`config.mk`:
```
export PLATFORM = sky130hd
export DESIGN_NAME = jjn_dither_top
export DESIGN_NICKNAME = d
export VERILOG_FILES = /design/src/hw/dither_pkg.sv /design/src/hw/diffusion_row.sv /design/src/hw/line_fifo.sv /design/src/hw/jjn_quantizer.sv /design/src/hw/jjn_dither_top.sv
export SDC_FILE = /design/constraint.sdc
export NUM_CORES = 1
export LEC_CHECK = 0
export BUFFER_PORTS_ARGS = -buffer_cell sky130_fd_sc_hd__buf_2
export CORE_AREA = 2 2 205 247
export DETAILED_ROUTE_END_ITERATION = 8
export DIE_AREA = 0 0 207 249
export HOLD_SLACK_MARGIN = 0.05
export PLACE_DENSITY = 0.76
export SETUP_SLACK_MARGIN = 0.5
export SKIP_CTS_REPAIR_TIMING = 1
export SYNTH_ARGS = -nofsm -noshare
export SYNTH_HDL_FRONTEND = slang
export SYNTH_SLANG_ARGS = --single-unit
```
`constraint.sdc`:
```
create_clock -name clk -period 8.76 [get_ports clk]
set_input_delay 0.438 -clock clk [delete_from_list [all_inputs] [get_ports clk]]
set_output_delay 0.438 -clock clk [all_outputs]
set_load 0.01 [all_outputs]
```
`src/hw/dither_pkg.sv`:
```
package dither_pkg;

    // ************************************************************
    // word widths
    // ************************************************************

    // gray value after clipping
    localparam int PIX_W = 8;

    // signed quantization error and each weighted share
    localparam int ERR_W = 10;

    // pixel plus share, one bit of headroom before the clip
    localparam int SUM_W = ERR_W + 1;

    // r in the top byte, g in the middle, b in the low byte
    localparam int RGB_W = 24;

    // ************************************************************
    // line timing
    // ************************************************************

    // clocks per line with blanking, small test resolution
    // anything from 12 upward works
    localparam int LINE_TOTAL = 24;

    // blanking clocks needed on each side of the active pixels
    // so that shares beyond the picture edge fall into blanking
    localparam int HBLANK_MIN = 2;

    // delay through one line_fifo, output register included
    localparam int LINE_FIFO_DEPTH = LINE_TOTAL - 5;
    localparam int FIFO_PTR_W = $clog2(LINE_FIFO_DEPTH);

    // fifo word is {vs, hs, de, value}
    localparam int FIFO_W = PIX_W + 3;

    // input sample edge to output, in clocks
    localparam int LATENCY = 2 * LINE_TOTAL + 3;

    // ************************************************************
    // quantizer and kernel shape
    // ************************************************************

    localparam int THRESHOLD = 128;
    localparam int WHITE = 255;

    // kernel reaches HBLANK_MIN pixels sideways
    localparam int TAPS_NEAR = HBLANK_MIN;
    localparam int TAPS_FAR = 2 * HBLANK_MIN + 1;

endpackage

```
`src/hw/diffusion_row.sv`:
```
module diffusion_row
    import dither_pkg::*;
#(
    parameter int TAPS = TAPS_FAR
) (
    input  logic                    clk,
    input  logic                    rst,
    input  logic [PIX_W-1:0]        value_in,
    input  logic                    de_in,
    input  logic                    hs_in,
    input  logic                    vs_in,
    input  logic signed [ERR_W-1:0] err_in [TAPS],
    output logic [PIX_W-1:0]        value_out,
    output logic                    de_out,
    output logic                    hs_out,
    output logic                    vs_out
);

    // stage 0 is the row entry and stage TAPS-1 its exit
    logic [PIX_W-1:0] stage_val [TAPS];
    logic [PIX_W-1:0] clip_val  [TAPS];
    logic [TAPS-1:0]  stage_de;
    logic [TAPS-1:0]  stage_hs;
    logic [TAPS-1:0]  stage_vs;

    // add one share and saturate to 0..WHITE
    function automatic logic [PIX_W-1:0] clip_add(
        input logic [PIX_W-1:0]        pix,
        input logic signed [ERR_W-1:0] share
    );
        logic signed [SUM_W-1:0] sum;
        sum = $signed({{(SUM_W - PIX_W){1'b0}}, pix})
            + $signed({{(SUM_W - ERR_W){share[ERR_W-1]}}, share});
        if (sum < 0) begin
            return '0;
        end else if (sum > WHITE) begin
            return PIX_W'(WHITE);
        end
        return sum[PIX_W-1:0];
    endfunction

    // share k lands on the pixel held in stage k as it moves on
    always_comb begin
        for (int k = 0; k < TAPS; k++) begin
            clip_val[k] = clip_add(stage_val[k], err_in[k]);
        end
    end

    always_ff @(posedge clk) begin
        if (rst) begin
            for (int k = 0; k < TAPS; k++) begin
                stage_val[k] <= '0;
            end
            stage_de <= '0;
            stage_hs <= '0;
            stage_vs <= '0;
        end else begin
            stage_val[0] <= value_in;
            for (int k = 1; k < TAPS; k++) begin
                stage_val[k] <= clip_val[k-1];
            end
            // sync bits ride along untouched
            stage_de[0] <= de_in;
            stage_hs[0] <= hs_in;
            stage_vs[0] <= vs_in;
            for (int k = 1; k < TAPS; k++) begin
                stage_de[k] <= stage_de[k-1];
                stage_hs[k] <= stage_hs[k-1];
                stage_vs[k] <= stage_vs[k-1];
            end
        end
    end

    // last stage leaves with its own share added
    assign value_out = clip_val[TAPS-1];
    assign de_out    = stage_de[TAPS-1];
    assign hs_out    = stage_hs[TAPS-1];
    assign vs_out    = stage_vs[TAPS-1];

endmodule

```
`src/hw/line_fifo.sv`:
```
module line_fifo
    import dither_pkg::*;
(
    input  logic             clk,
    input  logic             rst,
    input  logic [PIX_W-1:0] value_in,
    input  logic             de_in,
    input  logic             hs_in,
    input  logic             vs_in,
    output logic [PIX_W-1:0] value_out,
    output logic             de_out,
    output logic             hs_out,
    output logic             vs_out
);

    logic [FIFO_W-1:0]     mem [LINE_FIFO_DEPTH];
    logic [FIFO_PTR_W-1:0] ptr;
    logic [FIFO_PTR_W-1:0] ptr_next;
    logic [FIFO_PTR_W-1:0] fill_cnt;
    logic                  filled;
    logic [FIFO_W-1:0]     out_q;

    // single wrapping pointer
    assign ptr_next = (ptr == FIFO_PTR_W'(LINE_FIFO_DEPTH - 1)) ? '0 : ptr + 1'b1;

    // memory has wrapped once, every slot now holds real data
    assign filled = (fill_cnt == FIFO_PTR_W'(LINE_FIFO_DEPTH - 1));

    always_ff @(posedge clk) begin
        mem[ptr] <= {vs_in, hs_in, de_in, value_in};
    end

    // reading the slot ahead of the write gives DEPTH-1 cycles in memory,
    // the output register adds the last one
    always_ff @(posedge clk) begin
        if (rst) begin
            ptr      <= '0;
            fill_cnt <= '0;
            out_q    <= '0;
        end else begin
            ptr <= ptr_next;
            if (!filled) begin
                fill_cnt <= fill_cnt + 1'b1;
            end
            out_q <= filled ? mem[ptr_next] : '0;
        end
    end

    assign {vs_out, hs_out, de_out, value_out} = out_q;

endmodule

```
`src/hw/jjn_quantizer.sv`:
```
module jjn_quantizer
    import dither_pkg::*;
(
    input  logic                    clk,
    input  logic                    rst,
    input  logic [PIX_W-1:0]        value_in,
    input  logic                    de_in,
    input  logic                    hs_in,
    input  logic                    vs_in,
    output logic signed [ERR_W-1:0] err_cur  [TAPS_NEAR],
    output logic signed [ERR_W-1:0] err_next [TAPS_FAR],
    output logic signed [ERR_W-1:0] err_far  [TAPS_FAR],
    output logic [RGB_W-1:0]        dout,
    output logic                    de_out,
    output logic                    hs_out,
    output logic                    vs_out
);

    // current pixel
    logic [PIX_W-1:0] cur_val;
    logic             cur_de;
    logic             cur_hs;
    logic             cur_vs;

    logic [PIX_W-1:0]        bin_val;
    logic signed [ERR_W-1:0] err;

    // 7/48, 5/48, 3/48 and 1/48 of the error
    logic signed [ERR_W-1:0] w7;
    logic signed [ERR_W-1:0] w5;
    logic signed [ERR_W-1:0] w3;
    logic signed [ERR_W-1:0] w1;

    always_ff @(posedge clk) begin
        if (rst) begin
            cur_val <= '0;
            cur_de  <= 1'b0;
            cur_hs  <= 1'b0;
            cur_vs  <= 1'b0;
        end else begin
            cur_val <= value_in;
            cur_de  <= de_in;
            cur_hs  <= hs_in;
            cur_vs  <= vs_in;
        end
    end

    // ************************************************************
    // binarize and form the error
    // ************************************************************

    assign bin_val = (cur_val >= PIX_W'(THRESHOLD)) ? PIX_W'(WHITE) : '0;

    // range is -127..127
    // blanking positions diffuse nothing
    assign err = cur_de ? $signed({{(ERR_W - PIX_W){1'b0}}, cur_val})
                        - $signed({{(ERR_W - PIX_W){1'b0}}, bin_val})
                        : '0;

    // ************************************************************
    // weights from arithmetic shifts
    // ************************************************************

    // 1/16 + 1/8 - 1/32, close to 7/48
    assign w7 = (err >>> 4) + (err >>> 3) - (err >>> 5);
    // 1/8 - 1/64
    assign w5 = (err >>> 3) - (err >>> 6);
    assign w3 = err >>> 4;
    // 1/64 + 1/128
    assign w1 = (err >>> 6) + (err >>> 7);

    // same line
    // cur_row stage 0 sits two pixels ahead, stage 1 one pixel ahead
    assign err_cur[0] = w5;
    assign err_cur[1] = w7;

    // next line, stage 0 is dx +2 down to stage 4 at dx -2
    assign err_next[0] = w3;
    assign err_next[1] = w5;
    assign err_next[2] = w7;
    assign err_next[3] = w5;
    assign err_next[4] = w3;

    // second line, same dx order
    assign err_far[0] = w1;
    assign err_far[1] = w3;
    assign err_far[2] = w5;
    assign err_far[3] = w3;
    assign err_far[4] = w1;

    // ************************************************************
    // output drive
    // ************************************************************

    // binary result on all three colour bytes, black in blanking
    assign dout   = cur_de ? {3{bin_val}} : '0;
    assign de_out = cur_de;
    assign hs_out = cur_hs;
    assign vs_out = cur_vs;

endmodule

```
`src/hw/jjn_dither_top.sv`:
```
module jjn_dither_top
    import dither_pkg::*;
(
    input  logic             clk,
    input  logic             rst,
    input  logic [RGB_W-1:0] rgb,
    input  logic             de,
    input  logic             hs,
    input  logic             vs,
    output logic [RGB_W-1:0] dout,
    output logic             de_out,
    output logic             hs_out,
    output logic             vs_out
);

    logic [PIX_W-1:0] gray;

    // input register
    logic [PIX_W-1:0] gray_q;
    logic             de_q;
    logic             hs_q;
    logic             vs_q;

    // far_row exit and its line delay
    logic [PIX_W-1:0] far_val;
    logic             far_de;
    logic             far_hs;
    logic             far_vs;
    logic [PIX_W-1:0] far_dly_val;
    logic             far_dly_de;
    logic             far_dly_hs;
    logic             far_dly_vs;

    // next_row exit and its line delay
    logic [PIX_W-1:0] next_val;
    logic             next_de;
    logic             next_hs;
    logic             next_vs;
    logic [PIX_W-1:0] next_dly_val;
    logic             next_dly_de;
    logic             next_dly_hs;
    logic             next_dly_vs;

    // cur_row exit into the quantizer
    logic [PIX_W-1:0] cur_val;
    logic             cur_de;
    logic             cur_hs;
    logic             cur_vs;

    logic signed [ERR_W-1:0] err_far  [TAPS_FAR];
    logic signed [ERR_W-1:0] err_next [TAPS_FAR];
    logic signed [ERR_W-1:0] err_cur  [TAPS_NEAR];

    // b/4 + g/2 + r/4, tops out at 253 so no carry out of 8 bits
    assign gray = {2'b00, rgb[7:2]} + {1'b0, rgb[15:9]} + {2'b00, rgb[23:18]};

    always_ff @(posedge clk) begin
        if (rst) begin
            gray_q <= '0;
            de_q   <= 1'b0;
            hs_q   <= 1'b0;
            vs_q   <= 1'b0;
        end else begin
            gray_q <= gray;
            de_q   <= de;
            hs_q   <= hs;
            vs_q   <= vs;
        end
    end

    // ************************************************************
    // pipeline, oldest pixel at the quantizer end
    // ************************************************************

    // second following line
    diffusion_row #(.TAPS(TAPS_FAR)) far_row (
        .clk(clk), .rst(rst), .value_in(gray_q), .de_in(de_q), .hs_in(hs_q), .vs_in(vs_q),
        .err_in(err_far), .value_out(far_val), .de_out(far_de), .hs_out(far_hs),
        .vs_out(far_vs)
    );

    line_fifo far_fifo (
        .clk(clk), .rst(rst), .value_in(far_val), .de_in(far_de), .hs_in(far_hs),
        .vs_in(far_vs), .value_out(far_dly_val), .de_out(far_dly_de),
        .hs_out(far_dly_hs), .vs_out(far_dly_vs)
    );

    // first following line
    diffusion_row #(.TAPS(TAPS_FAR)) next_row (
        .clk(clk), .rst(rst), .value_in(far_dly_val), .de_in(far_dly_de),
        .hs_in(far_dly_hs), .vs_in(far_dly_vs), .err_in(err_next), .value_out(next_val),
        .de_out(next_de), .hs_out(next_hs), .vs_out(next_vs)
    );

    line_fifo next_fifo (
        .clk(clk), .rst(rst), .value_in(next_val), .de_in(next_de), .hs_in(next_hs),
        .vs_in(next_vs), .value_out(next_dly_val), .de_out(next_dly_de),
        .hs_out(next_dly_hs), .vs_out(next_dly_vs)
    );

    // two pixels ahead on the current line
    diffusion_row #(.TAPS(TAPS_NEAR)) cur_row (
        .clk(clk), .rst(rst), .value_in(next_dly_val), .de_in(next_dly_de),
        .hs_in(next_dly_hs), .vs_in(next_dly_vs), .err_in(err_cur), .value_out(cur_val),
        .de_out(cur_de), .hs_out(cur_hs), .vs_out(cur_vs)
    );

    jjn_quantizer quantizer_i (
        .clk(clk), .rst(rst), .value_in(cur_val), .de_in(cur_de), .hs_in(cur_hs),
        .vs_in(cur_vs), .err_cur(err_cur), .err_next(err_next), .err_far(err_far),
        .dout(dout), .de_out(de_out), .hs_out(hs_out), .vs_out(vs_out)
    );

endmodule

```
---- Word level (Yosys, flattened, before mapping) ----
Memories as Yosys holds them, arrays and structs flattened. A register that Yosys moved wholly into a read port is not among the register bits.
Cells that the tools add are included.
operators by class
  add/subtract/negate cells ............... 23
  order comparisons ....................... 25
  equal/unequal tests ..................... 4
  multiplexer cells ....................... 80
  bitwise gates (word level) .............. 14
  reductions and logical operators ........ 2
operators with widths
  cell                 count
  $mux 8               49
  $gt 11x9->1 const B  8
  $lt 11x1->1 const B  8
  $add 9x6->10         4
  $add 9x8->10         4
  $gt 10x9->1 const B  4
  $lt 10x1->1 const B  4
  $mux 1               27
  $mux 24              1
  $add 9x10->11        2
  $add 5x1->5 const B  4
  $add 9x5->10         2
  $eq 5x5->1 const B   4
  $add 6x7->8          2
  $or 1x1->1           12
  $mux 10              1
  $mux 5               2
  $sub 8x5->9          1
  $sub 8x8->9          1
  $add 8x6->8          1
  $ge 8x8->1 const B   1
  $sub 7x4->8          1
  $add 4x3->5          1
  $reduce_or 2->1      2
  $not 1->1            2
storage, ports and cells
  register bits after elaboration ......... 78
  RAM bits ................................ 514
  output and inout bits ................... 27
  memories ................................ 5
memory list
  name                words  bits a word  rd ports  clocked after memory_dff  write ports  RTL line             text
  far_fifo.mem        19     11           1         1                         1            line_fifo.sv:16      logic [FIFO_W-1:0] mem [LINE_FIFO_DEPTH];
  next_fifo.mem       19     11           1         1                         1            line_fifo.sv:16
  far_row.stage_val   5      8            5         0                         5            diffusion_row.sv:20  logic [PIX_W-1:0] stage_val [TAPS];
  next_row.stage_val  5      8            5         0                         5            diffusion_row.sv:20
  cur_row.stage_val   2      8            2         0                         2            diffusion_row.sv:20

---- Longest topological paths before layout ----
  word-level depth ........................ 12
  gate-level depth with buffers ........... 26
  gate-level depth less buffers ........... 26

---- Modules after synthesis ----
Synthesis repeated with hierarchy kept, for this count alone.
unflattened totals
  cells, all modules ...................... 2725
  area total of the unflattened synthesis .. 31144.9 sq um
modules (own cells, without submodules)
  module                    times used  cells each  area an instance (sq um)  seq. area each (sq um)
  line_fifo (next_fifo)     1           660         9576.7                    6696.4
  line_fifo (far_fifo)      1           646         9230.1                    6696.4
  diffusion_row (far_row)   1           474         4040.1                    1101.1
  diffusion_row (next_row)  1           422         3761.1                    1101.1
  jjn_quantizer             1           260         2119.5                    220.2
  diffusion_row (cur_row)   1           199         1749.2                    440.4
  jjn_dither_top            1           64          668.1                     220.2

---- Least setup slack after synthesis ----
Ideal clock, no wire load.
  kind .................................... register -> register
  start ................................... register quantizer_i.cur_val[6]
  end ..................................... memory far_fifo.mem[0][0] in the netlist's numbering, data pin
  arrival ................................. 6068 ps
  setup slack ............................. 2237 ps
  stages on the path, launching flop included .. 20
  buffers on the path ..................... 2
  period minus slack after synthesis ...... 6523 ps
  path through ............................ dfxtp_1 > inv_1 > ha_1 > nor4b_4 > a21oi_1 > ha_1 > and2_1 > a22o_1 > a211oi_4 > a21oi_2 > inv_2 > buf_2 > buf_2 > fa_1 > ha_1 > a211oi_1 > o21a_1 > nor3b_1 > a211o_1 > o311ai_0
between the ends
  longest elaborated chain between the ends .. 10
  elaborated cells on any way between the ends .. 12
  those cells by class .................... 3 x add/sub; 3 x order compare; 6 x mux
RTL lines
  item                      RTL line             text
  start: declaration        jjn_quantizer.sv:20  logic [PIX_W-1:0] cur_val;
  start signal: assignment  jjn_quantizer.sv:41  cur_val <= value_in;
  $ge 8x8->1                jjn_quantizer.sv:52  assign bin_val = (cur_val >= PIX_W'(THRESHOLD)) ? PIX_W'(WHITE) : '0;
  $mux 8                    jjn_quantizer.sv:52
  $sub 8x8->9 (*)           jjn_quantizer.sv:57  - $signed({{(ERR_W - PIX_W){1'b0}}, bin_val})
  $mux 10 (*)               jjn_quantizer.sv:56  assign err = cur_de ? $signed({{(ERR_W - PIX_W){1'b0}}, cur_val})
  $add 4x3->5 (*)           jjn_quantizer.sv:70  assign w1 = (err >>> 6) + (err >>> 7);
  $add 9x5->10 (*)          diffusion_row.sv:33  + $signed({{(SUM_W - ERR_W){share[ERR_W-1]}}, share});
  $gt 11x9->1               diffusion_row.sv:36  end else if (sum > WHITE) begin
  $mux 1                    diffusion_row.sv:36
  $mux 1                    diffusion_row.sv:34  if (sum < 0) begin
  $mux 8 (*)                diffusion_row.sv:39  return sum[PIX_W-1:0];
  via far_fifo.value_in[0]  line_fifo.sv:6       input logic [PIX_W-1:0] value_in,
  end: declaration          line_fifo.sv:16
The timed path passes the listed nets; every way through them passes the cells marked *.

==> summary.txt <==
Setup path
  – Max Fanout on Critical Path: 8
  – Crit path required time: 9.26 ns
  – Crit path kind: flop to flop
  – Startpoint Class: flop
  – Setup crit end kind: flop
  – CP arrival: 7.48 ns

Logic synthesis
  – Cell with the most instances after synthesis: edfxtp_1
  – Main combinational cell family by area after synthesis: compound AO/OA/AOI/OAI gates
  – Post-synth EDFFs: 418
  – Mapped cell area: 0.0293 mm²
  – Adder-cell share of the synthesized area: 7.86%
  – Synth area leaders: edfxtp_1 43%, dfxtp_1 13%, ha_1 6.2%
  – Post-synthesis register bit count: 614
  – Synth top area share: 42.9%
  – Simple-Gate Fraction of Synth Area: 11.1%
  – Mapped Avg Cell Area: 11.6 µm²
  – Synth cell types: 79
  – Ranking of synthesized cells by instance count: 418 x edfxtp_1, 197 x nand2_1, 196 x dfxtp_1
  – Post-synthesis xor/xnor area fraction: 2.30%
  – Synth Area in Compound Gates: 15.3%
  – Dominant synthesized flop cell: edfxtp_1
  – Mux contribution to synthesized area: 3.69%
  – Syn Nets: 2,721
  – Yosys top cell by area: edfxtp_1
  – Async set-reset flop share out of synthesis: 0%
  – Ys Warns: 0
  – Cells after Synth: 2,523
  – Seq/Total Area, Yosys: 56.3%

Placement
  – Placed inst area: 0.0302 mm²
  – Dpl cells: 3,112
  – Dpl ws: 1.88 ns
  – Port Buffer Count: 50
  – Gpl congestion: 0.857
  – Post-DP HPWL: 41,400 µm

Layout
  – Layout area overhead: 10.2%
  – Post-route cell area: 0.0323 mm²
  – Layout cells sized above 1: 10.4%
  – Sequential cell area: 0.0165 mm²
  – Diode count: 0
  – Nets: 2,737
  – Layout Cells excl Fill: 3,225
  – FILL cells: 3,496
  – Multi-input logic area: 0.0119 mm²

Power and ir drop
  – Int Power: 4.80 mW
  – Overall Power: 6.17 mW
  – Flop pwr share: 51.0%
  – VDD IR max: 0.165 mV
  – Power density cells: 191 mW/mm²
  – Switching Fraction: 22.2%
  – Switching pwr: 1.37 mW
  – Combinational power share: 6.1%
  – Leak: 12.2 nW
  – Clock network power share: 42.9%

Routing
  – Remaining DRCs: 0
  – Via count: 20,200
  – First-pass iteration count of the detailed router: 6
  – DRT antenna net count: 0
  – Via density: 6.27
  – Initial drt markers: 1,839
  – Drt wl/cell: 20.0 µm
  – Drt total wl: 64,600 µm

STA
  – Final Worst Setup Slack: 1.79 ns
  – Slew margin rel.: 15.5%
  – RSZ-0062 raised after global routing: no
  – Fin crit period: 6.97 ns
  – Fin. max-slew vios: 0
  – Fin crit share: 79.6%
  – Skew final: 0.0204 ns
  – Worst Tran Pin Value: 1.27 ns
  – Sum Neg Setup Slack: 0 ns
  – Final hold viol count: 0
  – F_max: 143 MHz
  – Endpoints failing setup: 0

Floorplanning
  – Starting Density: 59.7%
  – CORE AREA: 0.0490 mm²
  – Die area: 0.0515 mm²
  – IO Pins: 56
  – Die X: 207 µm
  – Die height: 249 µm
  – FP Rows: 89

Clock tree
  – CTS tree: done
  – Clock Sinks: 614
  – Clk buf depth: 3
  – TritonCTS Buffers: 58
  – Clock root cell: clkbuf_16
  – H-tree depth: 2
  – Worst-Skew Late Latency: 0.62 ns
  – Worst-path clk slew: 0.06 ns

Global routing
  – Initial antenna violation count: 0
  – Total grt overflow: 0
  – Largest net degree at the start of global routing: 71
  – First-pass GRT wire length: 103,000 µm
  – Vias in the first global route: 20,200
  – Tot GR Track Use: 24.7%

Worst hold path
  – Hold WC Path Type: input port to flop

Flow run
  – # Max-Cap Violations: 0

Outcome
  – Status: complete, no violations
routing by layer:
layer	vias to the layer above	global-route usage [%]	share of wire, %
met5	-	0	0
met4	0	11.6	4.1
met3	175	3.16	5.6
met2	742	42.8	50
met1	9820	30.8	40
li1	9474	-	-
through the flow:
stage / hold WS [ns] / utilization, %
after floorplan: 0.414 / -
after CTS: 0.000190 / 65.8
after global placement: 0.418 / 61.6
after detailed placement: 0.422 / 61.6
final: 0.169 / 65.8
after global routing: 0.217 / 65.8
state kept, by name, indices dropped and copies added (netlist names), 2 cells and up:
name                 count
next_fifo.fill_cnt       5
next_fifo.ptr            5
far_fifo.mem           209
next_fifo.out_q         11
cur_row.stage_de         2
cur_row.stage_hs         2
cur_row.stage_vs         2
far_row.stage_de         5
far_fifo.out_q          11
gray_q                   8
far_fifo.ptr             5
far_row.stage_hs         5
cur_row.stage_val       16
next_row.stage_de        5
next_row.stage_val      40
next_fifo.mem          209
next_row.stage_hs        5
far_row.stage_val       40
next_row.stage_vs        5
far_fifo.fill_cnt        5
quantizer_i.cur_val      8
far_row.stage_vs         5
critical path, stage by stage (launching register included):
cell,delay [ns]
dfxtp_1,0.36
inv_1,0.05
ha_1,0.19
nor4b_4,0.14
a21oi_1,0.40
ha_1,0.34
and2_1,0.21
a22o_1,0.25
a211oi_4,0.49
o21bai_1,0.15
xor2_1,0.21
and2_1,0.57
ha_1,0.27
inv_1,0.05
fa_1,0.40
a21o_1,0.17
a21oi_1,0.20
xnor2_1,0.42
ha_1,0.41
or4_1,0.52
o21a_1,0.13
and3_1,0.21
a21oi_1,0.38
o311ai_0,0.22
o311ai_0,0.12
power groups by stage:
stage | clock network, mW | registers (mW) | logic (mW)
floorplan | 0 | 3.20 | 0.278
global placement | 0 | 3.21 | 0.353
detailed placement | 0 | 3.21 | 0.368
CTS | 2.68 | 3.15 | 0.372
global route | 2.80 | 3.15 | 0.413
finish | 2.65 | 3.15 | 0.375
cell type report:
| class | count | area share [%] |
|---|---|---|
| Clock inverter | 40 | 1.65 |
| Timing Repair Buffer | 96 | 1.89 |
| Inverter | 103 | 1.20 |
| Multi-Input combinational cell | 1666 | 37.0 |
| Sequential cell | 614 | 51.1 |
| Clock buffer | 69 | 4.69 |
| Tap cell | 637 | 2.47 |
placed cells by master (no fill, tap or decap), types with 18 or more instances in the layout:
cell         n
a211oi_1    26
a21o_1      23
a21oi_1    172
a221oi_1    68
a31oi_1     32
buf_2       49
buf_4       43
clkbuf_16   58
dfxtp_1    194
edfxtp_1   418
fa_1        25
ha_1       144
inv_1      102
mux2_2      24
mux2i_1     81
nand2_1    197
nand2b_1    35
nand3_1     69
nor2_1     134
nor2b_1     81
nor3_1      33
o211ai_1    22
o21a_1      25
o21ai_0    113
o21bai_1    18
o32ai_1     24
or2_2       21
xnor2_1     39
xor2_1      36
final timing paths:
path                                          start                             endpoint  slack [ns]  cells past startpoint
setup / recovery  quantizer_i.cur_val[6]$_SDFF_PP0_  cur_row.stage_val[0][14]$_SDFF_PP0_        1.79                     24
hold reg to reg     next_row.stage_hs[3]$_SDFF_PP0_      next_row.stage_hs[4]$_SDFF_PP0_        0.43                      1
hold / removal                              rgb[15]                 gray_q[7]$_SDFF_PP0_        0.17                      4
setup reg to reg  quantizer_i.cur_val[6]$_SDFF_PP0_  cur_row.stage_val[0][14]$_SDFF_PP0_        1.79                     24
kinds of logic after synthesis:
| family | Yosys count |
|---|---|
| muxes | 105 |
| buffers and inverters | 243 |
| AOI/OAI and AO/OA | 658 |
| and+or+nand+nor | 657 |
| xor gates and xnor gates | 77 |
| DFF | 614 |
| adders and majority gates | 169 |
Power figures use the tool's default switching activity.
